`src/sms_bus_pkg.sv`:
```
package sms_bus_pkg;

  // ============================================================
  // CPU bus
  // ============================================================
  localparam int ADDR_W = 16;
  localparam int DATA_W = 8;

  typedef logic [DATA_W-1:0] byte_t;

  // ============================================================
  // I/O ports, matched against the low address byte
  // ============================================================
  localparam byte_t VDP_DATA_PORT = 8'hBE;
  localparam byte_t VDP_CTRL_PORT = 8'hBF;
  localparam byte_t MEM_CTRL_PORT = 8'h3E;

  // Controller ports, all three alias the same byte
  localparam byte_t CTRL_PORT_0 = 8'hDC;
  localparam byte_t CTRL_PORT_1 = 8'hDD;
  localparam byte_t CTRL_PORT_2 = 8'hDE;

  // ============================================================
  // Memory map
  // ============================================================
  localparam byte_t MEM_CTRL_RESET = 8'hF7;  // BIOS on, cartridge off
  localparam int CART_SELECT_BIT = 3;
  localparam logic [1:0] RAM_SLOT = 2'd3;    // C000-FFFF
  localparam int RAM_ADDR_W = 13;            // 8 KB, seen twice in the top slot

  // Divide ratio of the CPU clock enable
  localparam int CLK_DIV = 7;

  // Joypad inputs
  localparam int BTN_W = 7;

endpackage

```
`src/cpu_clock_enable.sv`:
```
module cpu_clock_enable (
  input  logic cpuClock,
  input  logic n_hard_reset,
  output logic o_enable,
  output logic o_edge
);

  logic [$clog2(sms_bus_pkg::CLK_DIV)-1:0] count;
  logic enable_q;

  always_ff @(posedge cpuClock) begin
    if (!n_hard_reset) begin
      count    <= '0;
      enable_q <= 1'b0;
    end else begin
      enable_q <= o_enable;
      if (count == sms_bus_pkg::CLK_DIV - 1) begin
        count <= '0;
      end else begin
        count <= count + 1'b1;
      end
    end
  end

  assign o_enable = count[$bits(count)-1];  // High for counts 4 to 6
  assign o_edge   = o_enable & ~enable_q;

endmodule

```
`config.mk`:
```
export PLATFORM = sky130hd
export DESIGN_NAME = cpu_clock_enable
export DESIGN_NICKNAME = d
export VERILOG_FILES = /design/src/sms_bus_pkg.sv /design/src/cpu_clock_enable.sv
export SDC_FILE = /design/constraint.sdc
export NUM_CORES = 1
export LEC_CHECK = 0
export BUFFER_PORTS_ARGS = -buffer_cell sky130_fd_sc_hd__buf_2
export CAP_MARGIN = 20
export CORE_AREA = 2 2 39 41
export CTS_BUF_LIST = sky130_fd_sc_hd__clkbuf_8
export CTS_CLUSTER_SIZE = 14
export DETAILED_ROUTE_END_ITERATION = 16
export DIE_AREA = 0 0 41 43
export SLEW_MARGIN = 10
export SYNTH_ARGS = -nofsm -noshare
export SYNTH_HDL_FRONTEND = slang
export SYNTH_SLANG_ARGS = --single-unit
```
`constraint.sdc`:
```
create_clock -name cpuClock -period 1.3 [get_ports cpuClock]
set_clock_uncertainty 0.05 [all_clocks]
set_input_delay 0.13 -clock cpuClock [delete_from_list [all_inputs] [get_ports cpuClock]]
set_output_delay 0.13 -clock cpuClock [all_outputs]
set_load 0.005 [all_outputs]
```
==> results.yml <==
outcome:
  outcome: "finished clean"
sta:
  setup_tns_ns: 0
  max_freq_mhz: 975.7
  rsz0062_at_grt: "no"
  setup_ws_ns: 0.2751
  relSlewSlack: 0.8952
  post-route-min-period_ns: 1.025
  period_share: 0.7884
  finalMaxSlewViolations: 0
  worst_pin_slew_ns: 0.1570
  hold_viol_final: 0
  holdWs_ns: 0.09184
  setup_viol: 0
power_and_ir_drop:
  power.total_mw: 0.4211
  leakagePower_nw: 0.1180
  power_density_nw_per_um2: 1744
  vdd_ir_drop_max_mv: 0.7231
route:
  dr.pass1.iters: 1
  wl_microns: 237
  first_iter_violations: 0
  vias: 111
  via_per_inst: 3.000
  wl_per_cell_microns: 6.405
  postRouteAntennaNets: 0
  drc: 0
clocking:
  ctsHoldBuffers: 0
  cts_tree: "yes"
  cts_root_buf: "clkbuf_8"
  post_cts.repair.setup_buffers: 0
  cts_resized: 0
  cts_buffer_depth: 2
  path_clk_slew_ns: 0.03
  htreeDepth: 1
  cts_made_buffers: 3
  cts_num_sinks: 4
  clock_latency_ns: 0.21
worst_hold_path:
  hp-class: "input port to flip-flop"
  hold_path_end: "count[2]"
  hp-start: "n_hard_reset"
  holdPathStages: 2
synth:
  ys_seq_area_frac: 0.4848
  synthArstFlopShare: 0
  synth_edf_count: 0
  yosysWarnings: 0
  synth_top_cell_area_share: 0.4848
  synth_area_leader_cell: "dfxtp_1"
  ys_types: 9
  ys_ff_latch: 4
  synthCells: 15
  syn-num-nets: 19
  ys_top_cells_by_area: "dfxtp_1 (48%), ha_1 (15%), nor2b_1 (7.6%)"
  syn-cell-area_sq_um: 165.2
  yosysMostFrequentCell: "dfxtp_1"
  synthTopCellsByCount: "dfxtp_1 (4), ha_1 (2), nor2_1 (2), nor2b_1 (2)"
  synthFlopType: "dfxtp_1"
  syn_avg_cell_area_sq_um: 11.01
run:
  drv_cap: 0
setup_path:
  timing.rr.start: "count[0]"
  reg2regPathDepth: 4
  start_kind: "flip-flop"
  rrSetupSlack_ns: 0.28
  path_class: "flip-flop to primary output"
  required_ns: 1.12
  critPathCaptureType: "primary output"
  r2r_end: "count[0]"
  crit_path_max_fanout: 6
  cp.arrival_ns: 0.84
final_layout:
  diodes: 0
  fin_nets: 27
  area_growth_pct: 46.21
  drive_gt1_frac: 0.3810
  fin_cells: 37
die:
  die_area_sq_um: 1763
  floorplan.rows: 14
  io_pins: 4
  core-area_sq_um: 1384
  die_y_microns: 43
  initial_core_util: 0.1193
  die_x_microns: 41
place:
  place.gp.congestion: 0.5740
  pre_cts_ws_ns: 0.2765
  dpl.cell_count: 34
  portBuffers: 3
global_routing:
  grt_pass1_vias: 129
  grt_max_degree: 7
  overflow: 0
  track_usage: 0.04614
  antenna_found_initial: 0
  grt_pass1_wl_microns: 441
registers in the layout, indices dropped and copies added (netlist names):
signal / cells
count: 3
enable_q: 1
stage by stage:
step	utilization	cell area [sq um]
global route	0.1745	241.5
CTS	0.1745	241.5
floorplan	-	165.2
detailed placement	0.1447	200.2
finish	0.1745	241.5
global placement	0.1447	200.2
where the power goes:
group	internal, mW	switching [mW]
combinational	0.0148	0.0106
sequential	0.133	0.00613
clock	0.197	0.0599
total	0.345	0.0766
logic make-up (layout without fill, tap and decap cells):
| family | count (synthesis) | after routing | synth area share |
|---|---|---|---|
| AO/OA/AOI/OAI | 2 | 2 | 0.1061 |
| adder cells (fa/ha/maj) | 2 | 2 | 0.1515 |
| buffers and inverters | 1 | 7 | 0.02271 |
| flip-flops | 4 | 4 | 0.4849 |
| AND/OR/NAND/NOR | 6 | 6 | 0.2349 |
how the worst max path moves through the flow:
stage,from,endpoint,slack [ns]
floorplan,count[0],count[1],0.34
global placement,count[0],count[1],0.29
detailed placement,count[0],count[0],0.28
CTS,count[2],o_edge,0.26
global route,count[0],count[0],0.19
finish,count[2],o_edge,0.28
routing by layer:
layer  vias to the layer above  routed length [microns]  track usage
li1                         60                        -            -
met1                        46                       93      0.03205
met2                         5                      101      0.05625
met3                         0                       41      0.09424
met4                         0                        0            0
met5                         -                        0            0
cells in the final DEF (no fill, tap or decap):
| master | instances |
|---|---|
| clkbuf_8 | 3 |
| nor2b_1 | 2 |
| inv_1 | 1 |
| ha_1 | 2 |
| buf_2 | 3 |
| nor2_1 | 2 |
| nor3b_2 | 1 |
| a21bo_2 | 1 |
| dfxtp_1 | 4 |
| and2_1 | 1 |
| o21a_1 | 1 |
worst max-delay path: stages (launching register included):
cell	delay (ns)
dfxtp_1	0.38
nor2b_1	0.14
buf_2	0.11
area by class of cell:
type                            instances  area, sq um
Tap cell                               16        20.02
Inverter                                1        3.754
Multi-Input combinational cell         10        81.33
Fill cell                             156         1142
Sequential cell                         4        80.08
Clock buffer                            3        41.29
Timing Repair Buffer                    3        15.01
Power figures use the tool's default switching activity.
