File: src/sync_ram.sv
module sync_ram #(
  parameter type word_t = logic [7:0],
  parameter int  ADDR_W = 8
) (
  input  logic              cpuClock,
  input  logic              i_we,
  input  logic [ADDR_W-1:0] i_addr,
  input  word_t             i_wdata,
  output word_t             o_rdata
);

  word_t mem [2**ADDR_W];

  // Read returns the old word during a write
  always_ff @(posedge cpuClock) begin
    if (i_we) begin
      mem[i_addr] <= i_wdata;
    end
    o_rdata <= mem[i_addr];
  end

endmodule

File: config.mk
export PLATFORM = sky130hd
export DESIGN_NAME = sync_ram
export DESIGN_NICKNAME = d
export VERILOG_FILES = /design/src/sync_ram.sv
export SDC_FILE = /design/constraint.sdc
export NUM_CORES = 2
export LEC_CHECK = 0
export BUFFER_PORTS_ARGS = -buffer_cell sky130_fd_sc_hd__buf_2
export CORE_MARGIN = 2
export CORE_UTILIZATION = 50
export CTS_BUF_LIST = sky130_fd_sc_hd__clkbuf_4
export CTS_CLUSTER_SIZE = 14
export DETAILED_ROUTE_END_ITERATION = 10
export GPL_ROUTABILITY_DRIVEN = 0
export MAX_ROUTING_LAYER = met4
export PLACE_DENSITY = 0.62
export SYNTH_ARGS = -nofsm -noshare
export SYNTH_HDL_FRONTEND = slang
export SYNTH_SLANG_ARGS = --single-unit
File: constraint.sdc
create_clock -name cpuClock -period 8.6 [get_ports cpuClock]
set_input_delay 1.72 -clock cpuClock [delete_from_list [all_inputs] [get_ports cpuClock]]
set_output_delay 1.72 -clock cpuClock [all_outputs]
set_load 0.03 [all_outputs]
==> key figures <==
Route
  • Routed wire length: 195000 µm
  • Via count: between 30000 and 40000
  • Iter 0 DRT Violations: approximately 4400
  • Remaining antenna violation count: 0
  • Avg Vias per Cell: 6.15
  • Per-cell routed wire length: about 30 µm
  • DRC errors left: 0
  • Detailed Routing Iterations Pass 1: 6

Layout
  • Fin area: 87700 µm²
  • Final core occ: a little under three fifths
  • Synth-to-layout area growth: 11.7%
  • Layout cell share with drive strength beyond 1: 34.1%
  • Non-Filler Instances: 6398
  • Net count, final: approximately 4000

Power and ir drop
  • PD cells: 228 nW/µm²
  • Seq pwr share: between 50% and 60%
  • Combinational cell fraction of total power: 4.6%
  • Int Power: roughly 16 mW
  • Peak VDD IR: approximately 0.16 mV
  • Net switching power: about 4.4 mW
  • Tot Pwr: around 20 mW
  • Clock Power Share: ~40%
  • Net Sw Frac: about 22%
  • P_leak: between 20 and 30 nW

Placed design
  • Area after DPL: 81300 µm²
  • Placed insts: about 5500
  • Post-DP HPWL: between 100000 and 150000 µm
  • Port bufs: 25

Clocking
  • Setup repair bufs after CTS: 0
  • H-tree level count: 6
  • Max clock buf depth: 4
  • CTS tree: built
  • CTS resizes: 0
  • Hold-fix buffers, CTS: 0
  • Clock Sinks: slightly above 2000
  • TritonCTS Buffers: 540
  • Clock Latency Late Sink: 1.34 ns
  • CTS Root Cell: clkbuf_4
  • Clock transition at path regs: around 0.060 ns

Die
  • Core area: 156000 µm²
  • Rows: about 150
  • Die width: 400 µm
  • Initial Utilization: between 50% and 60%
  • I/O pins: 26
  • Chip height: around 400 µm
  • Die footprint: 160000 µm²

Timing
  • RSZ-0062 raised after global routing: no
  • # setup viols final: 0
  • Period minus WS final: approximately 4.4 ns
  • Worst Skew: about 0.07 ns
  • TNS Setup: 0 ns
  • Final period util: about half
  • Slew headroom: 7.34%
  • FMAX: about 230 MHz
  • Final Hold Viols: 0
  • Worst slew pin tran: 1.37 ns
  • Slew Limit Fails: 0

Setup path
  • Setup CP Type: primary input to register
  • Startpoint class of the critical path: primary input
  • Crit path required time: 9.70 ns
  • Crit Reg-Reg Startpoint: mem[52][7]
  • Cell Chain, Critical Path: buf_8 -> buf_4 -> mux4_2 -> a22oi_1 -> a21oi_1 -> o41ai_1 -> nand4_1
  • Crit path DAT: between 5 and 6 ns
  • Worst setup path startpoint: i_addr[0]
  • Slowest stage delay, CP: 1.23 ns
  • Worst Setup End Kind: register
  • Critical path peak fanout: 46
  • CP max-delay cell: o41ai_1

Global routing
  • Vias in the first global route: between 40000 and 50000
  • First-pass GRT wire length: about 280000 µm
  • All-Layer GR Usage: between 20% and 30%
  • Largest net degree at the start of global routing: approximately 200
  • Antenna violations before repair: 10
  • Grt ovf: 0

Yosys
  • Area contributors post-synth: edfxtp_1 78%, mux4_2 15%, a22oi_1 2.4%, nor2_1 1.1%, a21oi_1 0.82%
  • Seq/Total Area, Yosys: between 70% and 80%
  • Synth area leader: edfxtp_1
  • FF+latch count, synth: between 2000 and 2500
  • Mapped Area: about 78000 µm²
  • Top_reg_cell synth: edfxtp_1
  • Synth cell types: 22
  • Average size of a mapped cell: around 22 µm²
  • Syn_nets: between 3000 and 4000
  • Synth Instances: around 3500
  • Yosys top cell area share: 78.3%
  • Post-synth ARST share: 0%
  • Number of synthesized flops with an enable pin: just over 2000
  • YS warnings: 0

Hold path
  • Min-Delay Path Class: primary input to register
  • Hold path startpoint: i_wdata[6]

Run
  • Max-Cap Viols: 0

Status
  • Status: completed
==> state kept, by name, indices dropped and copies added (netlist names) <==
register,cells
mem,2048
o_rdata,8
==> logic make-up after synthesis <==
kind of cell	after synthesis	share of synthesized area [%]
AOI/OAI and AO/OA	416	3.62
DFF	2056	78.6
and+or+nand+nor	330	1.73
buffers and inverters	233	1.40
muxes	512	14.7
==> power groups by stage <==
stage               Combinational [mW]  Clock (mW)  Sequential (mW)
floorplan                        0.491           0             11.3
global placement                 0.918           0             11.3
detailed placement               0.931           0             11.3
CTS                              0.932        8.18             11.1
global route                     0.976        8.70             11.1
finish                           0.923        7.99             11.1
==> final timing paths <==
kind	end	slack, ns	cells past startpoint
worst min-delay path	mem[126][6]	0.94	1
worst min register to register	o_rdata[5]	0.97	5
worst max register to register	o_rdata[7]	5.65	5
worst max-delay path	o_rdata[7]	4.16	7
==> layer usage <==
metal / global-route usage (%) / up-vias / wire length, µm
li1: - / 16302 / -
met1: 34.9 / 20811 / 78800
met2: 37.5 / 1986 / 93400
met3: 6.18 / 280 / 18100
met4: 8.15 / 0 / 4340
met5: - / - / 0
==> metrics by stage <==
stage                     hold WS (ns)  worst slack, ns
after floorplan                  0.819             4.66
after global placement           0.937             2.25
after global routing             0.824             4.02
after detailed placement         0.958             2.78
after CTS                        0.755             4.22
final                            0.937             4.16
==> area by class of cell <==
| cell class | instances | area [µm²] |
|---|---|---|
| inverter | 1 | 3.75 |
| clock buffer | 757 | 5680 |
| sequential | 2056 | 61700 |
| timing repair buffer | 132 | 1140 |
| clock inverter | 127 | 636 |
| multi-input combinational | 1258 | 15900 |
| fill | 11808 | 68400 |
| antenna | 9 | 22.5 |
| tap | 2058 | 2570 |
==> cells in the final DEF (no fill, tap or decap), types with 2 or more instances in the layout <==
master	instances
diode_2	9
o41ai_2	19
nor2b_1	4
buf_4	98
nand3_2	5
buf_2	15
nand4_1	8
a21oi_1	128
nand2b_2	2
dfxtp_1	8
clkinv_1	88
a22oi_1	256
clkbuf_4	757
buf_12	9
bufinv_16	5
and2_1	2
nor2b_4	2
nor2_1	231
o41ai_1	13
edfxtp_1	2048
nand3_1	8
clkinv_2	11
mux4_2	512
nand2_1	27
or2_2	2
buf_8	10
nor3_1	29
nand2b_1	4
inv_2	20
==> synthesized netlist by cell type (6+ instances only) <==
master,count
nor3_1,30
nor2_1,232
buf_6,16
mux4_2,512
nor2b_1,7
a21oi_1,128
nand4_1,8
nand2b_1,6
buf_2,36
nand3_1,13
edfxtp_1,2048
dfxtp_1,8
buf_4,16
nand2_1,28
o41ai_1,32
buf_1,19
clkbuf_1,145
a22oi_1,256
==> critical path: cells and delay by family <==
kind,cells,cell delay [ns]
muxes,1,0.62
AOI/OAI and AO/OA,3,1.57
and+or+nand+nor,1,0.22
buffers and inverters,2,1.21
(Power assumes the default switching activity.)
