--- src/sms_bus_pkg.sv ---
package sms_bus_pkg;

  // ============================================================
  // CPU bus
  // ============================================================
  localparam int ADDR_W = 16;
  localparam int DATA_W = 8;

  typedef logic [DATA_W-1:0] byte_t;

  // ============================================================
  // I/O ports, matched against the low address byte
  // ============================================================
  localparam byte_t VDP_DATA_PORT = 8'hBE;
  localparam byte_t VDP_CTRL_PORT = 8'hBF;
  localparam byte_t MEM_CTRL_PORT = 8'h3E;

  // Controller ports, all three alias the same byte
  localparam byte_t CTRL_PORT_0 = 8'hDC;
  localparam byte_t CTRL_PORT_1 = 8'hDD;
  localparam byte_t CTRL_PORT_2 = 8'hDE;

  // ============================================================
  // Memory map
  // ============================================================
  localparam byte_t MEM_CTRL_RESET = 8'hF7;  // BIOS on, cartridge off
  localparam int CART_SELECT_BIT = 3;
  localparam logic [1:0] RAM_SLOT = 2'd3;    // C000-FFFF
  localparam int RAM_ADDR_W = 13;            // 8 KB, seen twice in the top slot

  // Divide ratio of the CPU clock enable
  localparam int CLK_DIV = 7;

  // Joypad inputs
  localparam int BTN_W = 7;

endpackage

--- src/io_bus_decoder.sv ---
module io_bus_decoder (
  input  logic                              cpuClock,
  input  logic                              n_hard_reset,
  input  logic                              i_edge,
  input  logic [sms_bus_pkg::ADDR_W-1:0]    i_addr,
  input  sms_bus_pkg::byte_t                i_data,
  input  logic                              i_n_rd,
  input  logic                              i_n_wr,
  input  logic                              i_n_mreq,
  input  logic                              i_n_iorq,
  input  logic [sms_bus_pkg::BTN_W-1:0]     i_btn,
  input  sms_bus_pkg::byte_t                i_bios_data,
  input  sms_bus_pkg::byte_t                i_cart_data,
  input  sms_bus_pkg::byte_t                i_ram_data,
  input  sms_bus_pkg::byte_t                i_vdp_data,
  input  sms_bus_pkg::byte_t                i_status,
  output logic                              o_ram_we,
  output logic                              o_vdp_data_wr,
  output logic                              o_vdp_data_rd_done,
  output logic                              o_vdp_ctrl_wr,
  output logic                              o_status_rd_done,
  output sms_bus_pkg::byte_t                o_cpu_din,
  output logic                              o_cart_selected
);

  logic io_rd, io_wr, mem_rd, mem_wr;
  logic sel_vdp_data, sel_vdp_ctrl, sel_ctrl, sel_mem_ctrl;
  logic in_ram_slot;
  logic wr_commit, wr_done;
  logic data_rd_q, status_rd_q;
  sms_bus_pkg::byte_t mem_ctrl;
  sms_bus_pkg::byte_t joy_data;

  // ============================================================
  // Strobe and address decode
  // ============================================================
  assign io_rd  = ~i_n_rd & ~i_n_iorq;
  assign io_wr  = ~i_n_wr & ~i_n_iorq;
  assign mem_rd = ~i_n_rd & ~i_n_mreq;
  assign mem_wr = ~i_n_wr & ~i_n_mreq;

  assign sel_vdp_data = i_addr[7:0] == sms_bus_pkg::VDP_DATA_PORT;
  assign sel_vdp_ctrl = i_addr[7:0] == sms_bus_pkg::VDP_CTRL_PORT;
  assign sel_mem_ctrl = i_addr[7:0] == sms_bus_pkg::MEM_CTRL_PORT;
  assign sel_ctrl     = (i_addr[7:0] == sms_bus_pkg::CTRL_PORT_0) ||
                        (i_addr[7:0] == sms_bus_pkg::CTRL_PORT_1) ||
                        (i_addr[7:0] == sms_bus_pkg::CTRL_PORT_2);

  assign in_ram_slot = i_addr[sms_bus_pkg::ADDR_W-1 -: 2] == sms_bus_pkg::RAM_SLOT;

  // A write commits once, on the first edge while its strobe is low
  assign wr_commit = i_edge & (io_wr | mem_wr) & ~wr_done;

  always_ff @(posedge cpuClock) begin
    if (!n_hard_reset) begin
      wr_done     <= 1'b0;
      data_rd_q   <= 1'b0;
      status_rd_q <= 1'b0;
      mem_ctrl    <= sms_bus_pkg::MEM_CTRL_RESET;
    end else begin
      if (!(io_wr || mem_wr)) begin
        wr_done <= 1'b0;
      end else if (wr_commit) begin
        wr_done <= 1'b1;
      end
      if (i_edge) begin  // Read history is sampled on CPU edges only
        data_rd_q   <= io_rd & sel_vdp_data;
        status_rd_q <= io_rd & sel_vdp_ctrl;
      end
      if (wr_commit && io_wr && sel_mem_ctrl) begin
        mem_ctrl <= i_data;
      end
    end
  end

  assign o_vdp_data_wr = wr_commit & io_wr & sel_vdp_data;
  assign o_vdp_ctrl_wr = wr_commit & io_wr & sel_vdp_ctrl;
  assign o_ram_we      = wr_commit & mem_wr & in_ram_slot;

  // Read ends on the first edge after its strobe went away
  assign o_vdp_data_rd_done = i_edge & data_rd_q & ~(io_rd & sel_vdp_data);
  assign o_status_rd_done   = i_edge & status_rd_q & ~(io_rd & sel_vdp_ctrl);

  assign o_cart_selected = mem_ctrl[sms_bus_pkg::CART_SELECT_BIT];

  // ============================================================
  // CPU read data
  // ============================================================
  assign joy_data = {~i_btn[2:1], ~i_btn[6:1]};  // Active-low pads

  always_comb begin
    if (io_rd && sel_vdp_data) begin
      o_cpu_din = i_vdp_data;
    end else if (io_rd && sel_vdp_ctrl) begin
      o_cpu_din = i_status;
    end else if (io_rd && sel_ctrl) begin
      o_cpu_din = joy_data;
    end else if (mem_rd && !in_ram_slot) begin
      o_cpu_din = o_cart_selected ? i_cart_data : i_bios_data;
    end else begin
      o_cpu_din = i_ram_data;
    end
  end

endmodule

--- config.mk ---
export PLATFORM = sky130hd
export DESIGN_NAME = io_bus_decoder
export DESIGN_NICKNAME = d
export VERILOG_FILES = /design/src/sms_bus_pkg.sv /design/src/io_bus_decoder.sv
export SDC_FILE = /design/constraint.sdc
export NUM_CORES = 1
export LEC_CHECK = 0
export ABC_AREA = 1
export BUFFER_PORTS_ARGS = -buffer_cell sky130_fd_sc_hd__buf_4
export CAP_MARGIN = 30
export CORE_MARGIN = 1
export CORE_UTILIZATION = 35
export CTS_BUF_LIST = sky130_fd_sc_hd__clkbuf_8 sky130_fd_sc_hd__clkbuf_16
export DETAILED_ROUTE_END_ITERATION = 16
export PLACE_DENSITY_LB_ADDON = 0.15
export SLEW_MARGIN = 15
export SYNTH_ARGS = -nofsm -noshare
export SYNTH_HDL_FRONTEND = slang
export SYNTH_SLANG_ARGS = --single-unit
--- constraint.sdc ---
create_clock -name cpuClock -period 1.8 [get_ports cpuClock]
set_clock_uncertainty 0.1 [all_clocks]
set_input_delay 0.36 -clock cpuClock [delete_from_list [all_inputs] [get_ports cpuClock]]
set_output_delay 0.36 -clock cpuClock [all_outputs]
set_load 0.05 [all_outputs]
==> flow_metrics.py <==
metrics = {
    "run_status": {
        "status": "complete, but fails checks",
        "violations": "negative setup slack",
    },
    "synthesis": {
        "yosys.area_share.simple_pct": 60.9,
        "ys_types": 22,
        "synthesis.area_um2": 871,
        "synth_compound_area_share_pct": 13.4,
        "yosys.area_share.adder_pct": 0,
        "yosys_warnings": 0,
        "yosys-mux-area-fraction_pct": 0,
        "ys_ff_latch": 4,
        "syn_nets": 250,
        "ys_seq_area_share_pct": 9.20,
        "synthXorXnorAreaFrac_pct": 0,
        "syn_avg_cell_area_um2": 5.06,
        "synth_top_family_by_area": "simple AND/OR/NAND/NOR gates",
        "synthCells": 172,
    },
    "global_routing": {
        "grt_max_degree": 14,
        "first_global_vias": 1252,
        "antenna_found_initial": 0,
        "grt_usage_pct": 25.6,
        "overflow": 0,
        "grt_first_pass_wirelength_um": 5220,
    },
    "placement": {
        "routabilityCongestion": 0.753,
        "place_area_mm2": 0.00169,
        "numPortBuffers": 77,
        "dp_cells": 289,
        "dp_hpwl_um": 2470,
    },
    "layout": {
        "drive_gt1_share_pct": 57.0,
        "nets": 351,
        "area_growth_pct": 135,
        "utilization_pct": 89.8,
        "n_antenna_cell": 0,
        "fin_cells": 300,
        "layout_commonest_cell": "buf_4",
        "final_area_mm2": 0.00204,
        "layout_common_cells": "buf_4, nand2_1, inv_1, nor2_1",
    },
    "clock_tree": {
        "numCtsBuffers": 3,
        "clkSinkCount": 4,
        "htree_levels": 1,
        "clock_latency_ns": 0.22,
        "ctsHoldBuffers": 0,
        "cts_max_path_buffers": 2,
        "path_clk_slew_ns": 0.04,
        "clockRootBuffer": "clkbuf_8",
        "tritoncts": "built",
    },
    "critical_path": {
        "path_delay_family": "simple AND/OR/NAND/NOR gates",
        "critPathMaxFanout": 3,
        "cpPeakStageDelay_ns": 0.15,
        "criticalPathCategory": "in -> out",
        "crit_chain": "buf_4 -> inv_1 -> nand2_1 -> nor2_2 -> buf_4 -> nand4_1 -> nand2_1 -> nor2_1 -> nor2_2 -> nor2_4 -> buf_6",
        "startpoint_type": "input port",
        "cp.required_ns": 1.34,
        "critPathSlowestCell": "buf_6",
        "endpoint_kind": "primary output",
        "path_buf_inv": 4,
        "crit_arrival_ns": 1.53,
    },
    "sta": {
        "slew_headroom_pct": 79.9,
        "final-setup-viol-count": 12,
        "finalWorstSetupSlack_ns": -0.192,
        "finalHoldViolCount": 0,
        "slew_viol_final": 0,
        "worstMarginPinSlew_ns": 0.301,
        "fmax_mhz": 502,
        "period_needed_ns": 1.99,
        "rsz0062_at_grt": "true",
        "fin_crit_sh_pct": 111,
    },
    "routing": {
        "firstDrtPassIters": 4,
        "drc": 0,
        "drtAntennaViolNets": 0,
        "routedWlPerCell_um": 15.9,
        "vias_per_cell": 5.21,
        "via_count": 1563,
        "routed_wl_um": 4760,
        "drt-initial-drc-count": 54,
    },
    "power_and_ir_drop": {
        "power.switching_uw": 280,
        "leakage_uw": 0.00106,
        "powerDensity_mw_per_mm2": 356,
        "clockPowerShare_pct": 28.4,
        "p_int_uw": 448,
        "ir_drop_v": 0.000576,
        "swShare_pct": 38.5,
        "pwr-share-seq_pct": 12.8,
        "p_comb_share_pct": 58.8,
    },
    "die": {
        "core_area_mm2": 0.00228,
        "dieWidth_um": 51.9,
        "dieArea_mm2": 0.00269,
        "io_pins": 92,
        "initial_utilization_pct": 38.3,
        "die_y_um": 51.9,
        "num_rows": 17,
    },
    "flow_run": {
        "cap_violations": 0,
    },
    "hold_path": {
        "hold_path.class": "in -> reg",
    },
}
registers in the layout, indices dropped and copies added (netlist names):
| signal | count |
|---|---|
| data_rd_q | 1 |
| mem_ctrl | 1 |
| status_rd_q | 1 |
| wr_done | 1 |
metal layers:
layer / global-route usage [%] / vias up / share of wire [%] / routed length (um)
li1: - / 741 / - / -
met1: 28.7 / 704 / 36 / 1700
met2: 50.0 / 102 / 53 / 2540
met3: 3.51 / 16 / 8.2 / 389
met4: 4.95 / 0 / 2.9 / 137
met5: 0 / - / 0 / 0
cell usage after synthesis (all sizes together):
cell	count	share of area, %
a211oi	1	0.86
nor3	1	0.57
nor3b	2	2.3
o21ai	17	12
inv	31	13
nor2	34	17
nor4	2	1.4
nand3	18	12
dfxtp	4	9.2
buf	3	3.2
nand2	56	26
a21oi	1	0.57
nand4	2	1.4
per-stage QoR:
step           hold slack, ns  setup TNS (ns)  power [uW]  setup slack [ns]
2_1_floorplan           0.338               0         254          0.000654
3_3_place_gp            0.409           -1.72         429            -0.222
3_5_place_dp            0.421           -1.89         433            -0.241
4_1_cts                 0.256           -1.12         659            -0.140
5_1_grt                 0.273           -1.94         756            -0.264
6_report                0.272           -1.30         728            -0.192
worst reg2reg max path, cell delays in order, from the launching register on:
cell	delay (ns)
dfxtp_1	0.33
inv_1	0.08
nand2_1	0.10
nor3_2	0.18
nand3_1	0.15
nand2_1	0.10
nand2_1	0.06
nor2_1	0.11
path summary, 6_finish.rpt:
path                                        startpoint                        to  slack, ns  depth (start not counted)
worst min register to register  data_rd_q$_SDFFE_PN0P_    data_rd_q$_SDFFE_PN0P_       0.47                          2
worst min-delay path                            i_n_wr      wr_done$_SDFFE_PN0N_       0.27                          2
worst max-delay path                         i_addr[5]              o_cpu_din[5]      -0.19                         11
worst max register to register    wr_done$_SDFFE_PN0N_  mem_ctrl[3]$_SDFFE_PN0P_       0.52                          7
timing repair:
action / 4_1_cts / 5_1_grt
pin swaps: 13 / 12
endpoints found under the setup margin: 12 / 12
gates resized for setup: 22 / 47
buffers inserted: 2 / 3
cloned: 1 / 1
power by group through the flow:
stage	Combinational, uW	Sequential, uW	Clock (uW)
floorplan	160	93.2	0
CTS	371	92.4	196
global placement	336	93.3	0
global route	449	93.4	213
finish	428	93.2	207
detailed placement	340	93.6	0
cells by family after synthesis:
kind of cell,Yosys count
AO/OA/AOI/OAI,19
buffers and inverters,34
flip-flops,4
AND/OR/NAND/NOR,115
layout make-up:
type | count | area, um2
fill | 108 | 231
clock inverter | 1 | 3.75
multi-input combinational | 135 | 843
clock buffer | 3 | 41.3
tap | 28 | 35.0
timing repair buffer | 98 | 895
sequential | 4 | 83.8
inverter | 31 | 143
Power figures use the tool's default switching activity.
