## src/sms_bus_pkg.sv

```systemverilog
package sms_bus_pkg;

  // ============================================================
  // CPU bus
  // ============================================================
  localparam int ADDR_W = 16;
  localparam int DATA_W = 8;

  typedef logic [DATA_W-1:0] byte_t;

  // ============================================================
  // I/O ports, matched against the low address byte
  // ============================================================
  localparam byte_t VDP_DATA_PORT = 8'hBE;
  localparam byte_t VDP_CTRL_PORT = 8'hBF;
  localparam byte_t MEM_CTRL_PORT = 8'h3E;

  // Controller ports, all three alias the same byte
  localparam byte_t CTRL_PORT_0 = 8'hDC;
  localparam byte_t CTRL_PORT_1 = 8'hDD;
  localparam byte_t CTRL_PORT_2 = 8'hDE;

  // ============================================================
  // Memory map
  // ============================================================
  localparam byte_t MEM_CTRL_RESET = 8'hF7;  // BIOS on, cartridge off
  localparam int CART_SELECT_BIT = 3;
  localparam logic [1:0] RAM_SLOT = 2'd3;    // C000-FFFF
  localparam int RAM_ADDR_W = 13;            // 8 KB, seen twice in the top slot

  // Divide ratio of the CPU clock enable
  localparam int CLK_DIV = 7;

  // Joypad inputs
  localparam int BTN_W = 7;

endpackage

```

## src/vdp_pkg.sv

```systemverilog
package vdp_pkg;

  // ============================================================
  // Register file and memories
  // ============================================================
  localparam int VDP_REG_COUNT = 11;
  localparam int VRAM_ADDR_W = 14;  // 16 KB
  localparam int CRAM_ADDR_W = 5;   // 32 palette entries

  typedef logic [VRAM_ADDR_W-1:0] vram_addr_t;

  // Two bits each of blue, green, red
  typedef logic [5:0] color_t;

  // Video mode 0 to 4, mode 4 is the native SMS mode
  typedef logic [2:0] vdp_mode_t;

  // ============================================================
  // Second control byte, bits 7:6
  // ============================================================
  localparam logic [1:0] CMD_REG_WRITE = 2'd2;
  localparam logic [1:0] CMD_CRAM = 2'd3;

  // Low five status bits when no sprite overflow is flagged
  localparam logic [4:0] STATUS_NO_SPRITE = 5'h1F;

endpackage

```

## src/vdp_control_port.sv

```systemverilog
module vdp_control_port (
  input  logic                  cpuClock,
  input  logic                  n_hard_reset,
  input  logic                  i_data_wr,
  input  logic                  i_data_rd_done,
  input  logic                  i_ctrl_wr,
  input  logic                  i_status_rd_done,
  input  sms_bus_pkg::byte_t    i_data,
  input  logic                  i_frame_interrupt,
  input  logic                  i_sprite_collision,
  input  logic                  i_sprite_overflow,
  input  logic [4:0]            i_sprite5,
  output vdp_pkg::vram_addr_t   o_vram_addr,
  output logic                  o_vram_we,
  output logic                  o_cram_we,
  output logic                  o_cram_selected,
  output sms_bus_pkg::byte_t    o_regs [vdp_pkg::VDP_REG_COUNT],
  output sms_bus_pkg::byte_t    o_status
);

  logic second_byte;
  logic expect_second;
  sms_bus_pkg::byte_t first_byte;
  logic [3:0] reg_index;
  logic irq_flag;
  logic collision_flag;

  // A read that just ended drops a half-written address first
  assign expect_second = second_byte & ~(i_data_rd_done | i_status_rd_done);
  assign reg_index     = i_data[3:0];

  always_ff @(posedge cpuClock) begin
    if (!n_hard_reset) begin
      second_byte     <= 1'b0;
      o_vram_addr     <= '0;
      o_cram_selected <= 1'b0;
      for (int i = 0; i < vdp_pkg::VDP_REG_COUNT; i++) begin
        o_regs[i] <= '0;
      end
    end else begin
      if (i_data_wr || i_data_rd_done) begin
        o_vram_addr <= o_vram_addr + 1'b1;  // Auto-increment
      end
      if (i_data_wr) begin
        second_byte <= 1'b0;
      end else if (i_ctrl_wr) begin
        second_byte <= ~expect_second;
        if (!expect_second) begin
          first_byte <= i_data;
        end else begin
          case (i_data[7:6])
            vdp_pkg::CMD_REG_WRITE: begin
              if (reg_index < vdp_pkg::VDP_REG_COUNT) begin
                o_regs[reg_index] <= first_byte;
              end else begin
                o_vram_addr     <= vdp_pkg::vram_addr_t'(first_byte[5:0]);
                o_cram_selected <= 1'b1;
              end
            end
            vdp_pkg::CMD_CRAM: begin
              o_vram_addr     <= vdp_pkg::vram_addr_t'(first_byte[5:0]);
              o_cram_selected <= 1'b1;
            end
            default: begin  // VRAM read or write setup
              o_vram_addr     <= {i_data[5:0], first_byte};
              o_cram_selected <= 1'b0;
            end
          endcase
        end
      end else begin
        second_byte <= expect_second;
      end
    end
  end

  assign o_vram_we = i_data_wr & ~o_cram_selected;
  assign o_cram_we = i_data_wr & o_cram_selected;

  // ============================================================
  // Status flags
  // ============================================================
  always_ff @(posedge cpuClock) begin
    if (!n_hard_reset) begin
      irq_flag       <= 1'b0;
      collision_flag <= 1'b0;
    end else begin
      // New event wins over a clear in the same cycle
      irq_flag       <= i_frame_interrupt | (irq_flag & ~i_status_rd_done);
      collision_flag <= i_sprite_collision | (collision_flag & ~i_status_rd_done);
    end
  end

  assign o_status = {irq_flag, i_sprite_overflow, collision_flag,
                     i_sprite_overflow ? i_sprite5 : vdp_pkg::STATUS_NO_SPRITE};

endmodule

```

## config.mk

```make
export PLATFORM = sky130hd
export DESIGN_NAME = vdp_control_port
export DESIGN_NICKNAME = d
export VERILOG_FILES = /design/src/sms_bus_pkg.sv /design/src/vdp_pkg.sv /design/src/vdp_control_port.sv
export SDC_FILE = /design/constraint.sdc
export NUM_CORES = 1
export LEC_CHECK = 0
export ABC_CLOCK_PERIOD_IN_PS = 3620
export BUFFER_PORTS_ARGS = -buffer_cell sky130_fd_sc_hd__buf_2
export CORE_ASPECT_RATIO = 0.5
export CORE_UTILIZATION = 40
export DETAILED_ROUTE_END_ITERATION = 6
export PLACE_DENSITY = 0.73
export SLEW_MARGIN = 20
export SYNTH_ARGS = -nofsm -noshare
export SYNTH_HDL_FRONTEND = slang
export SYNTH_SLANG_ARGS = --single-unit
```

## constraint.sdc

```tcl
create_clock -name cpuClock -period 3.62 [get_ports cpuClock]
set_clock_uncertainty 0.2 [all_clocks]
set_input_delay 0.543 -clock cpuClock [delete_from_list [all_inputs] [get_ports cpuClock]]
set_output_delay 0.543 -clock cpuClock [all_outputs]
set_load 0.01 [all_outputs]
```

==> impl_results.md, run 1 <==
- Share of layout cells above drive strength 1: 30.2%
- Yosys cell types: 44
- Max Root-Sink Buffers: 2
- Final hold violations: 0
- Inst Count DP: 723
- Clk_lat worst skew: 0.40 ns
- Max-cap violation count: 0
- Post-route ant nets: 0
- Synth Flop Type: dfxtp_1
- Setup-failing EPs final: 0
- Critical path buffers and inverters: 1
- Switching pwr: 643 uW
- RSZ-0062 raised after global routing: no
- Sequential power share: 44.0%
- Synthesis Warnings: 0
- Cell Rows: 27
- Final HPWL from detailed placement: 8010 um
- Net count after synthesis: 485
- Outcome: complete, no violations
- FF+latch count, synth: 114
- DRC: 0
- Yosys top cell area share: 45.2%
- Post-Layout Cell Count: 755
- Initial antenna violation count: 0
- Critical path's top delay family: simple AND/OR/NAND/NOR gates
- Die Height: 78.6 um
- First-pass GRT wire length: 18600 um
- Slowest Stage Delay on Critical Path: 0.52 ns
- Vias in the first global route: 3517
- Max Freq: 424 MHz
- Layout Nets: 608
- GPL Wtd Cong: 0.803
- Worst rel slew slack: 30.3%
- Period minus WS final: 2.36 ns
- Internal Pwr Total: 2.28 mW
- Gr usage total: 19.9%
- Ys async rst share: 0%
- Die area: 12200 um2
- CP max-delay cell: and4_1
- Layout area overhead: 27.2%
- DR iter-0 viols: 129
- DR pass1 iterations: 4
- Reg-to-reg startpoint: second_byte
- Seq/Total Area, Yosys: 50.3%
- Combinational Power Share: 3.9%
- Overall power: 2.93 mW
- Crit path cell chain: or3b_1 > nor3_4 > buf_4 > and4_1 > mux2i_1
- Pins Over Slew Limit: 0
- HP Class: input pin to flop
- Crit Path Max Fanout: 11
- Vias: 3748
- Max VDD drop: 343 uV
- Initial Util: 41.9%
- Congestion Overflow GR: 0
- Lkg Pwr: 3.00 nW
- CTS Hold Bufs: 0
- CTS tree: yes
- # IOs: 135
- Mean Syn Cell Area: 10.2 um2
- Final Cycle Share: 65.2%
- Worst-Margin Slew: 1.05 ns
- Clk root buf: clkbuf_16
- Req. time, crit path: 3.73 ns
- Drt wl/cell: 15.7 um
- CTS resizes: 0
- Commonest cells post-synth: dfxtp_1, nand2_1, mux2i_1
- Startpoint types: flop
- Number of buffers added on ports: 134
- Count leader, synth: dfxtp_1
- CTS sink count: 114
- Worst Min Path Start: i_data[6]
- Mapped Cells: 460
- Critical Path AT: 2.47 ns
- Clk network pwr share: 52.1%
- Multi-input logic area: 2150 um2
- Largest net degree at the start of global routing: 108
- Synthesized cell area: 4700 um2
- DRT Wirelength: 11800 um
- Pwr per Cell Area: 490 nW/um2
- Num CTS Buffers: 17
- Switching share of power: 22.0%
- Setup crit start: second_byte
- Vias per Instance: 4.96
- Post-CTS setup buffers: 0
- H-tree depth: 4
- Die width: 155 um
- N_diodes: 0
- Setup_tns: 0 ns
- WS Path Type: flop to flop
- Yosys top cell by area: dfxtp_1
- Core region area: 11200 um2
- Clock transition at the registers of the reported paths: 0.05 ns
- CP endpoint kind: flop
- EDFF count, synth: 8
- Register area: 2360 um2
- Synth area leaders: dfxtp_1, mux2i_1, nand2_1
- Fill cells: 1037
kinds of logic (layout without fill, tap and decap cells):
| family | count (synthesis) | in the layout | share of synthesized area (%) |
|---|---|---|---|
| compound gates | 42 | 42 | 6.05 |
| xor+xnor | 6 | 6 | 1.12 |
| simple gates | 167 | 167 | 18.9 |
| mux | 88 | 88 | 18.8 |
| flops | 114 | 114 | 50.3 |
| fa+ha+maj | 3 | 3 | 0.799 |
| buf+inv | 40 | 176 | 4.10 |
layout by cell type (no fill, tap or decap), types with 7 or more instances in the layout:
cell type / n
nand3_4: 9
nand2_1: 104
dfxtp_1: 106
a21oi_1: 12
o21ai_0: 7
clkbuf_16: 17
edfxtp_1: 8
nand2b_1: 8
nor2_1: 11
mux2i_1: 88
inv_1: 7
buf_2: 134
final timing paths:
path,endpoint,slack [ns],cells after the start
worst max register to register,o_regs[29],1.26,5
worst min-delay path,first_byte[6],0.13,1
worst max-delay path,o_regs[29],1.26,5
worst min register to register,o_regs[55],0.25,2
metrics by stage:
step                cell area (um2)  util, %  setup slack [ns]  hold slack [ns]
floorplan                      4700        -              1.25            0.256
global placement               5420     48.3             0.930            0.241
detailed placement             5420     48.3             0.834            0.247
CTS                            5970     53.2              1.24            0.117
global route                   5970     53.3              1.16            0.116
finish                         5970     53.3              1.26            0.131
worst reg2reg max path, cell delays in order, from the launching register on:
cell and delay [ns]:
dfxtp_1 0.29, or3b_1 0.47, nor3_4 0.22, buf_4 0.31, and4_1 0.53, mux2i_1 0.25
layout make-up:
class	count	share of cell area (%)
multi-input combinational	306	35.9
inverter	7	0.440
timing repair buffer	137	11.6
clock inverter	10	1.38
sequential	114	39.5
clock buffer	22	7.77
tap	159	3.33
power groups by stage:
stage          Sequential [mW]  Clock, mW  Combinational [mW]
5_1_grt                   1.29       1.62               0.123
6_report                  1.29       1.52               0.114
3_3_place_gp              1.31          0               0.111
2_1_floorplan             1.31          0              0.0700
3_5_place_dp              1.31          0               0.113
4_1_cts                   1.29       1.55               0.114
sequential cells by signal (all words and copies together) (netlist names):
signal	flops
o_regs	88
second_byte	1
o_vram_addr	14
o_cram_selected	1
first_byte	8
collision_flag	1
irq_flag	1
metal layers:
| layer | vias up | global-route usage (%) | wire, um |
|---|---|---|---|
| met5 | - | 0 | 0 |
| met4 | 0 | 8.43 | 70 |
| met3 | 8 | 5.25 | 496 |
| met2 | 91 | 32.3 | 5770 |
| met1 | 1814 | 25.2 | 5510 |
| li1 | 1835 | - | - |
Note: power is estimated with default switching activity, not from simulation.
==> inputs of run 2 (changes only) <==
--- a/config.mk
+++ b/config.mk
@@ -5,7 +5,7 @@
 export SDC_FILE = /design/constraint.sdc
 export NUM_CORES = 1
 export LEC_CHECK = 0
-export ABC_CLOCK_PERIOD_IN_PS = 3620
+export ABC_CLOCK_PERIOD_IN_PS = 2400
 export BUFFER_PORTS_ARGS = -buffer_cell sky130_fd_sc_hd__buf_2
 export CORE_ASPECT_RATIO = 0.5
 export CORE_UTILIZATION = 40
==> constraint.sdc (replaced) <==
create_clock -name cpuClock -period 2.4 [get_ports cpuClock]
set_clock_uncertainty 0.2 [all_clocks]
set_input_delay 0.36 -clock cpuClock [delete_from_list [all_inputs] [get_ports cpuClock]]
set_output_delay 0.36 -clock cpuClock [all_outputs]
set_load 0.01 [all_outputs]
==> impl_results.md, run 2 (same netlist as run 1, synthesis figures left out) <==
- Congestion Overflow GR: 0 (unchanged)
- Outcome: complete, no violations
- Clock transition at the registers of the reported paths: 0.06 ns (about the same)
- Clk_lat worst skew: 0.40 ns (about the same)
- Layout Nets: 626 (+3.0%)
- Most frequent cells in the layout: buf_2, dfxtp_1, nand2_1, mux2i_1, clkbuf_16
- Share of layout cells above drive strength 1: 31.5% (+1.3 points)
- CP endpoint kind: flop
- GPL Wtd Cong: 0.772 (-3.9%)
- Pwr per Cell Area: 747 nW/um2 (+53%)
- Vias in the first global route: 3642 (+3.6%)
- DRT Wirelength: 12000 um (+1.4%)
- Largest register FFs: 88 (unchanged)
- Reg2reg end: o_regs[62]
- Final hold violations: 0 (unchanged)
- Setup_tns: 0 ns (unchanged)
- Clk root buf: clkbuf_16
- Final worst slack: 0.321 ns (-0.938 ns)
- Critical Path AT: 2.13 ns (-0.34 ns)
- Reg2Reg Depth: 6 (+1)
- Pins Over Slew Limit: 0 (unchanged)
- RSZ-0062 raised after global routing: no
- Number of buffers added on ports: 134 (unchanged)
- Worst Min Path Start: i_data[3]
- Startpoint types: flop
- Lkg Pwr: 3.12 nW (+3.9%)
- H-tree depth: 4 (unchanged)
- Initial Util: 41.9% (unchanged)
- DR pass1 iterations: 5 (+1)
- Num CTS Buffers: 17 (unchanged)
- First-pass GRT wire length: 18900 um (+1.6%)
- Die Height: 78.6 um (unchanged)
- Max-cap violation count: 0 (unchanged)
- Largest net degree at the start of global routing: 56 (-48%)
- Reg with most FFs: o_regs
- Max Root-Sink Buffers: 2 (unchanged)
- Final HPWL from detailed placement: 8230 um (+2.6%)
- Vias per Instance: 5.01 (+0.82%)
- Max VDD drop: 444 uV (+29%)
- CP max-delay cell: or3b_1
- CTS resizes: 0 (unchanged)
- Worst hold slack: 0.0655 ns (-0.0659 ns)
- Core region area: 11200 um2 (unchanged)
- Initial antenna violation count: 0 (unchanged)
- Most common cell after layout, fill and taps aside: buf_2
- CTS tree: yes
- DR iter-0 viols: 158 (+22%)
- # IOs: 135 (unchanged)
- Layout area overhead: 31.8%
- Gr usage total: 20.3% (+0.40 points)
- Reg-to-reg startpoint: second_byte
- Min-Delay Path Depth: 1 (unchanged)
- Reg2reg setup slack: 0.32 ns (-0.94 ns)
- Slowest Stage Delay on Critical Path: 0.37 ns (-0.15 ns)
- Post-route ant nets: 0 (unchanged)
- Req. time, crit path: 2.45 ns (-1.28 ns)
- Worst rel slew slack: 57.1% (+27 points)
- Die area: 12200 um2 (unchanged)
- Crit path cell chain: or3b_1 > buf_4 > nor3_4 > buf_12 > nand4_4 > mux2i_1
- Vias: 3859 (+3.0%)
- Pre-CTS setup slack: 0.135 ns (-0.700 ns)
- Die width: 155 um (unchanged)
- Drt wl/cell: 15.6 um (-0.74%)
- CTS sink count: 114 (unchanged)
- WS Path Type: flop to flop
- N_diodes: 0 (unchanged)
- Setup-failing EPs final: 0 (unchanged)
- HP Class: input pin to flop
- Max Freq: 481 MHz (+14%)
- Overall power: 4.62 mW (+58%)
- Final Cycle Share: 86.6% (+21 points)
- Crit Path Max Fanout: 10 (-1)
- DRC: 0 (unchanged)
- Cell Rows: 27 (unchanged)
- Period minus WS final: 2.08 ns (-0.282 ns)
- Largest registers: o_regs (88), o_vram_addr (14), first_byte (8)
- Worst Hold End: first_byte[3]
- Worst-Margin Slew: 0.641 ns (-0.404 ns)
[run 2: changes by cell type in the layout (fill, tap and decap cells not counted), sizes merged]
cell,change
clkinv,+1
clkinvlp,-2
inv,-1
dlygate4sd3,+6
buf,+12
[run 2: how the worst max path moves through the flow]
stage / cells after the start / endpoint / from
after floorplan: 4 / first_byte[0] / n_hard_reset
after global placement: 7 / o_regs[62] / i_status_rd_done
after detailed placement: 7 / o_regs[62] / i_status_rd_done
after CTS: 3 / first_byte[0] / second_byte
after global routing: 6 / o_regs[62] / second_byte
final: 6 / o_regs[62] / second_byte
[run 2: worst max-delay path, delay by kind of cell, from the launching register on]
kind | cells | cell delay [ns]
simple gates | 3 | 0.85
buf+inv | 2 | 0.38
flops | 1 | 0.30
mux | 1 | 0.18
[run 2: power breakdown]
group | total [mW] | internal, mW | switching, mW | leakage (nW)
clock network | 2.49 | 1.64 | 0.850 | 0.303
logic | 0.187 | 0.0612 | 0.126 | 1.88
registers | 1.94 | 1.93 | 0.0123 | 0.928
total | 4.62 | 3.64 | 0.988 | 3.12
[run 2: per-layer routing]
layer,vias up,track usage [%],part of all wire [%]
li1,1885,-,-
met1,1870,25.8,46
met2,96,33.0,48
met3,8,6.41,5.8
met4,0,6.18,0.57
met5,-,0,0
[run 2: final cells by class]
class | instances | area, um2
fill | 1017 | 5030
inverter | 7 | 26.3
clock buffer | 22 | 528
sequential | 114 | 2360
clock inverter | 8 | 70.1
timing repair buffer | 155 | 856
tap | 159 | 199
multi-input combinational | 306 | 2150
[run 2: metrics by stage]
step                      utilization, %  instances  cell area (um2)
after floorplan                        -        460             4700
after CTS                           55.0        770             6170
after global placement              49.3        735             5530
after global routing                55.2        771             6190
after detailed placement            49.3        735             5530
final                               55.2        771             6190
[run 2: repair_timing]
item / CTS / global route
buffers inserted: 0 / 0
endpoints found under the setup margin: 0 / 0
hold buffers: 5 / 1
endpoints found under the hold margin: 5 / 1
==> inputs of run 3 (changes only) <==
--- a/config.mk
+++ b/config.mk
@@ -8,10 +8,10 @@
 export ABC_CLOCK_PERIOD_IN_PS = 2400
 export BUFFER_PORTS_ARGS = -buffer_cell sky130_fd_sc_hd__buf_2
 export CORE_ASPECT_RATIO = 0.5
-export CORE_UTILIZATION = 40
+export CORE_UTILIZATION = 52
 export DETAILED_ROUTE_END_ITERATION = 6
-export PLACE_DENSITY = 0.73
-export SLEW_MARGIN = 20
+export PLACE_DENSITY = 0.89
+export SLEW_MARGIN = 10
 export SYNTH_ARGS = -nofsm -noshare
 export SYNTH_HDL_FRONTEND = slang
 export SYNTH_SLANG_ARGS = --single-unit
==> impl_results.md, run 3 (same netlist as run 1, synthesis figures left out) <==
- Startpoint types: flop
- Most frequent cells in the layout: buf_2, dfxtp_1, nand2_1, mux2i_1, clkbuf_16
- Num CTS Buffers: 17 (unchanged)
- Largest net degree at the start of global routing: 68 (+21%)
- Worst Min Path Start: i_data[2]
- H-tree depth: 4 (unchanged)
- # IOs: 135 (unchanged)
- Post-CTS setup buffers: 0 (unchanged)
- Setup crit start: second_byte
- Pins Over Slew Limit: 0 (unchanged)
- Vias per Instance: 5.40 (+8.0%)
- Max Root-Sink Buffers: 2 (unchanged)
- Congestion Overflow GR: 0 (unchanged)
- Max Freq: 477 MHz (-0.89%)
- Max-cap violation count: 0 (unchanged)
- Die Height: 69.2 um (-12%)
- Clk_lat worst skew: 0.41 ns (about the same)
- CTS sink count: 114 (unchanged)
- Final hold violations: 0 (unchanged)
- Cell Rows: 24 (-11%)
- Reg-to-reg startpoint: second_byte
- N_diodes: 0 (unchanged)
- GPL Wtd Cong: 0.834 (+8.0%)
- Worst-Margin Slew: 1.04 ns (+0.404 ns)
- Worst Hold End: first_byte[2]
- Vias in the first global route: 3811 (+4.6%)
- Vias: 3951 (+2.4%)
- Max VDD drop: 589 uV (+33%)
- Clock transition at the registers of the reported paths: 0.05 ns (about the same)
- Die width: 136 um (-12%)
- Reg2Reg Depth: 3 (-3)
- Largest register FFs: 88 (unchanged)
- CTS tree: yes
- Largest registers: o_regs (88), o_vram_addr (14), first_byte (8)
- Setup_tns: 0 ns (unchanged)
- Die area: 9440 um2 (-23%)
- Number of buffers added on ports: 134 (unchanged)
- Finished Cell Area: 6090 um2 (-1.5%)
- Lkg Pwr: 3.08 nW (-1.1%)
- CP endpoint kind: flop
- WS Path Type: flop to flop
- Initial antenna violation count: 0 (unchanged)
- Post-route ant nets: 0 (unchanged)
- Reg2reg end: first_byte[4]
- Outcome: complete, no violations
- Worst rel slew slack: 30.2% (-27 points)
- DRT Wirelength: 12200 um (+1.2%)
- DRC: 0 (unchanged)
- Pwr per Cell Area: 740 nW/um2 (-0.90%)
- Core region area: 8740 um2 (-22%)
- Critical Path AT: 1.92 ns (-0.21 ns)
- First-pass GRT wire length: 19200 um (+1.6%)
- Layout area overhead: 29.7%
- Period minus WS final: 2.10 ns (+0.0186 ns)
- DR iter-0 viols: 230 (+46%)
- RSZ-0062 raised after global routing: no
- Drt wl/cell: 16.6 um (+6.8%)
- Clk root buf: clkbuf_16
- Final worst slack: 0.303 ns (-0.0186 ns)
- Pre-CTS setup slack: 0.0930 ns (-0.0417 ns)
- Final HPWL from detailed placement: 7960 um (-3.2%)
- HP Class: input pin to flop
- Final Cycle Share: 87.4% (+0.77 points)
- Setup-failing EPs final: 0 (unchanged)
- DP Area: 5470 um2 (-0.95%)
- Share of layout cells above drive strength 1: 31.4% (-0.10 points)
- Layout Nets: 626 (unchanged)
- Req. time, crit path: 2.22 ns (-0.23 ns)
- Crit Path Max Fanout: 8 (-2)
- Reg2reg setup slack: 0.30 ns (-0.02 ns)
- Min-Delay Path Depth: 1 (unchanged)
- Initial Util: 53.8% (+12 points)
- DR pass1 iterations: 5 (unchanged)
- Reg with most FFs: o_regs
- Gr usage total: 26.9% (+6.6 points)
- Most common cell after layout, fill and taps aside: buf_2
run 3: cell count changes in the layout (fill, tap and decap cells not counted), moves of 3 or more:
cell / delta
clkbuf_16: -3
clkinv_2: -3
clkinvlp_4: +4
inv_4: +3
run 3: per-layer routing:
layer / GRT usage (%) / routed length (um)
met2: 43.0 / 5870
met5: 0 / 0
met1: 33.4 / 5130
met4: 11.1 / 267
met3: 8.85 / 897
run 3: worst max-delay path, stage by stage (launching register included):
cell and delay [ns]:
dfxtp_1 0.29, or3b_1 0.22, ha_1 0.16, nor3b_1 0.84
run 3: layout make-up:
class                           count  area, um2
Sequential cell                   114       2360
Timing Repair Buffer              155        856
Clock inverter                     12        104
Clock buffer                       20        457
Inverter                            7       26.3
Tap cell                          117        146
Fill cell                         636       2650
Multi-Input combinational cell    306       2140
run 3: report_power, final:
part | total (mW) | switching [mW] | internal [mW]
clock | 2.38 | 0.906 | 1.48
combinational | 0.189 | 0.127 | 0.0613
sequential | 1.94 | 0.0125 | 1.93
total | 4.51 | 1.05 | 3.47
run 3: per-stage QoR:
stage	hold WS, ns	power (mW)	instances	util [%]
floorplan	0.256	2.09	460	-
global placement	0.241	2.15	693	62.6
detailed placement	0.249	2.16	693	62.6
CTS	0.0326	4.53	731	69.7
global route	0.0369	4.65	731	69.7
finish	0.0513	4.51	731	69.7
run 3: worst max path at each step:
stage                     to  slack (ns)
2_1_floorplan  first_byte[0]        0.22
3_3_place_gp      o_regs[60]        0.12
3_5_place_dp      o_regs[60]        0.09
4_1_cts        first_byte[4]        0.26
5_1_grt        first_byte[4]        0.21
6_report       first_byte[4]        0.30
run 3: repair_timing:
action                                 in CTS  in global routing
hold buffers                                6                  0
resized for setup                           0                  0
endpoints found under the hold margin       6                  0
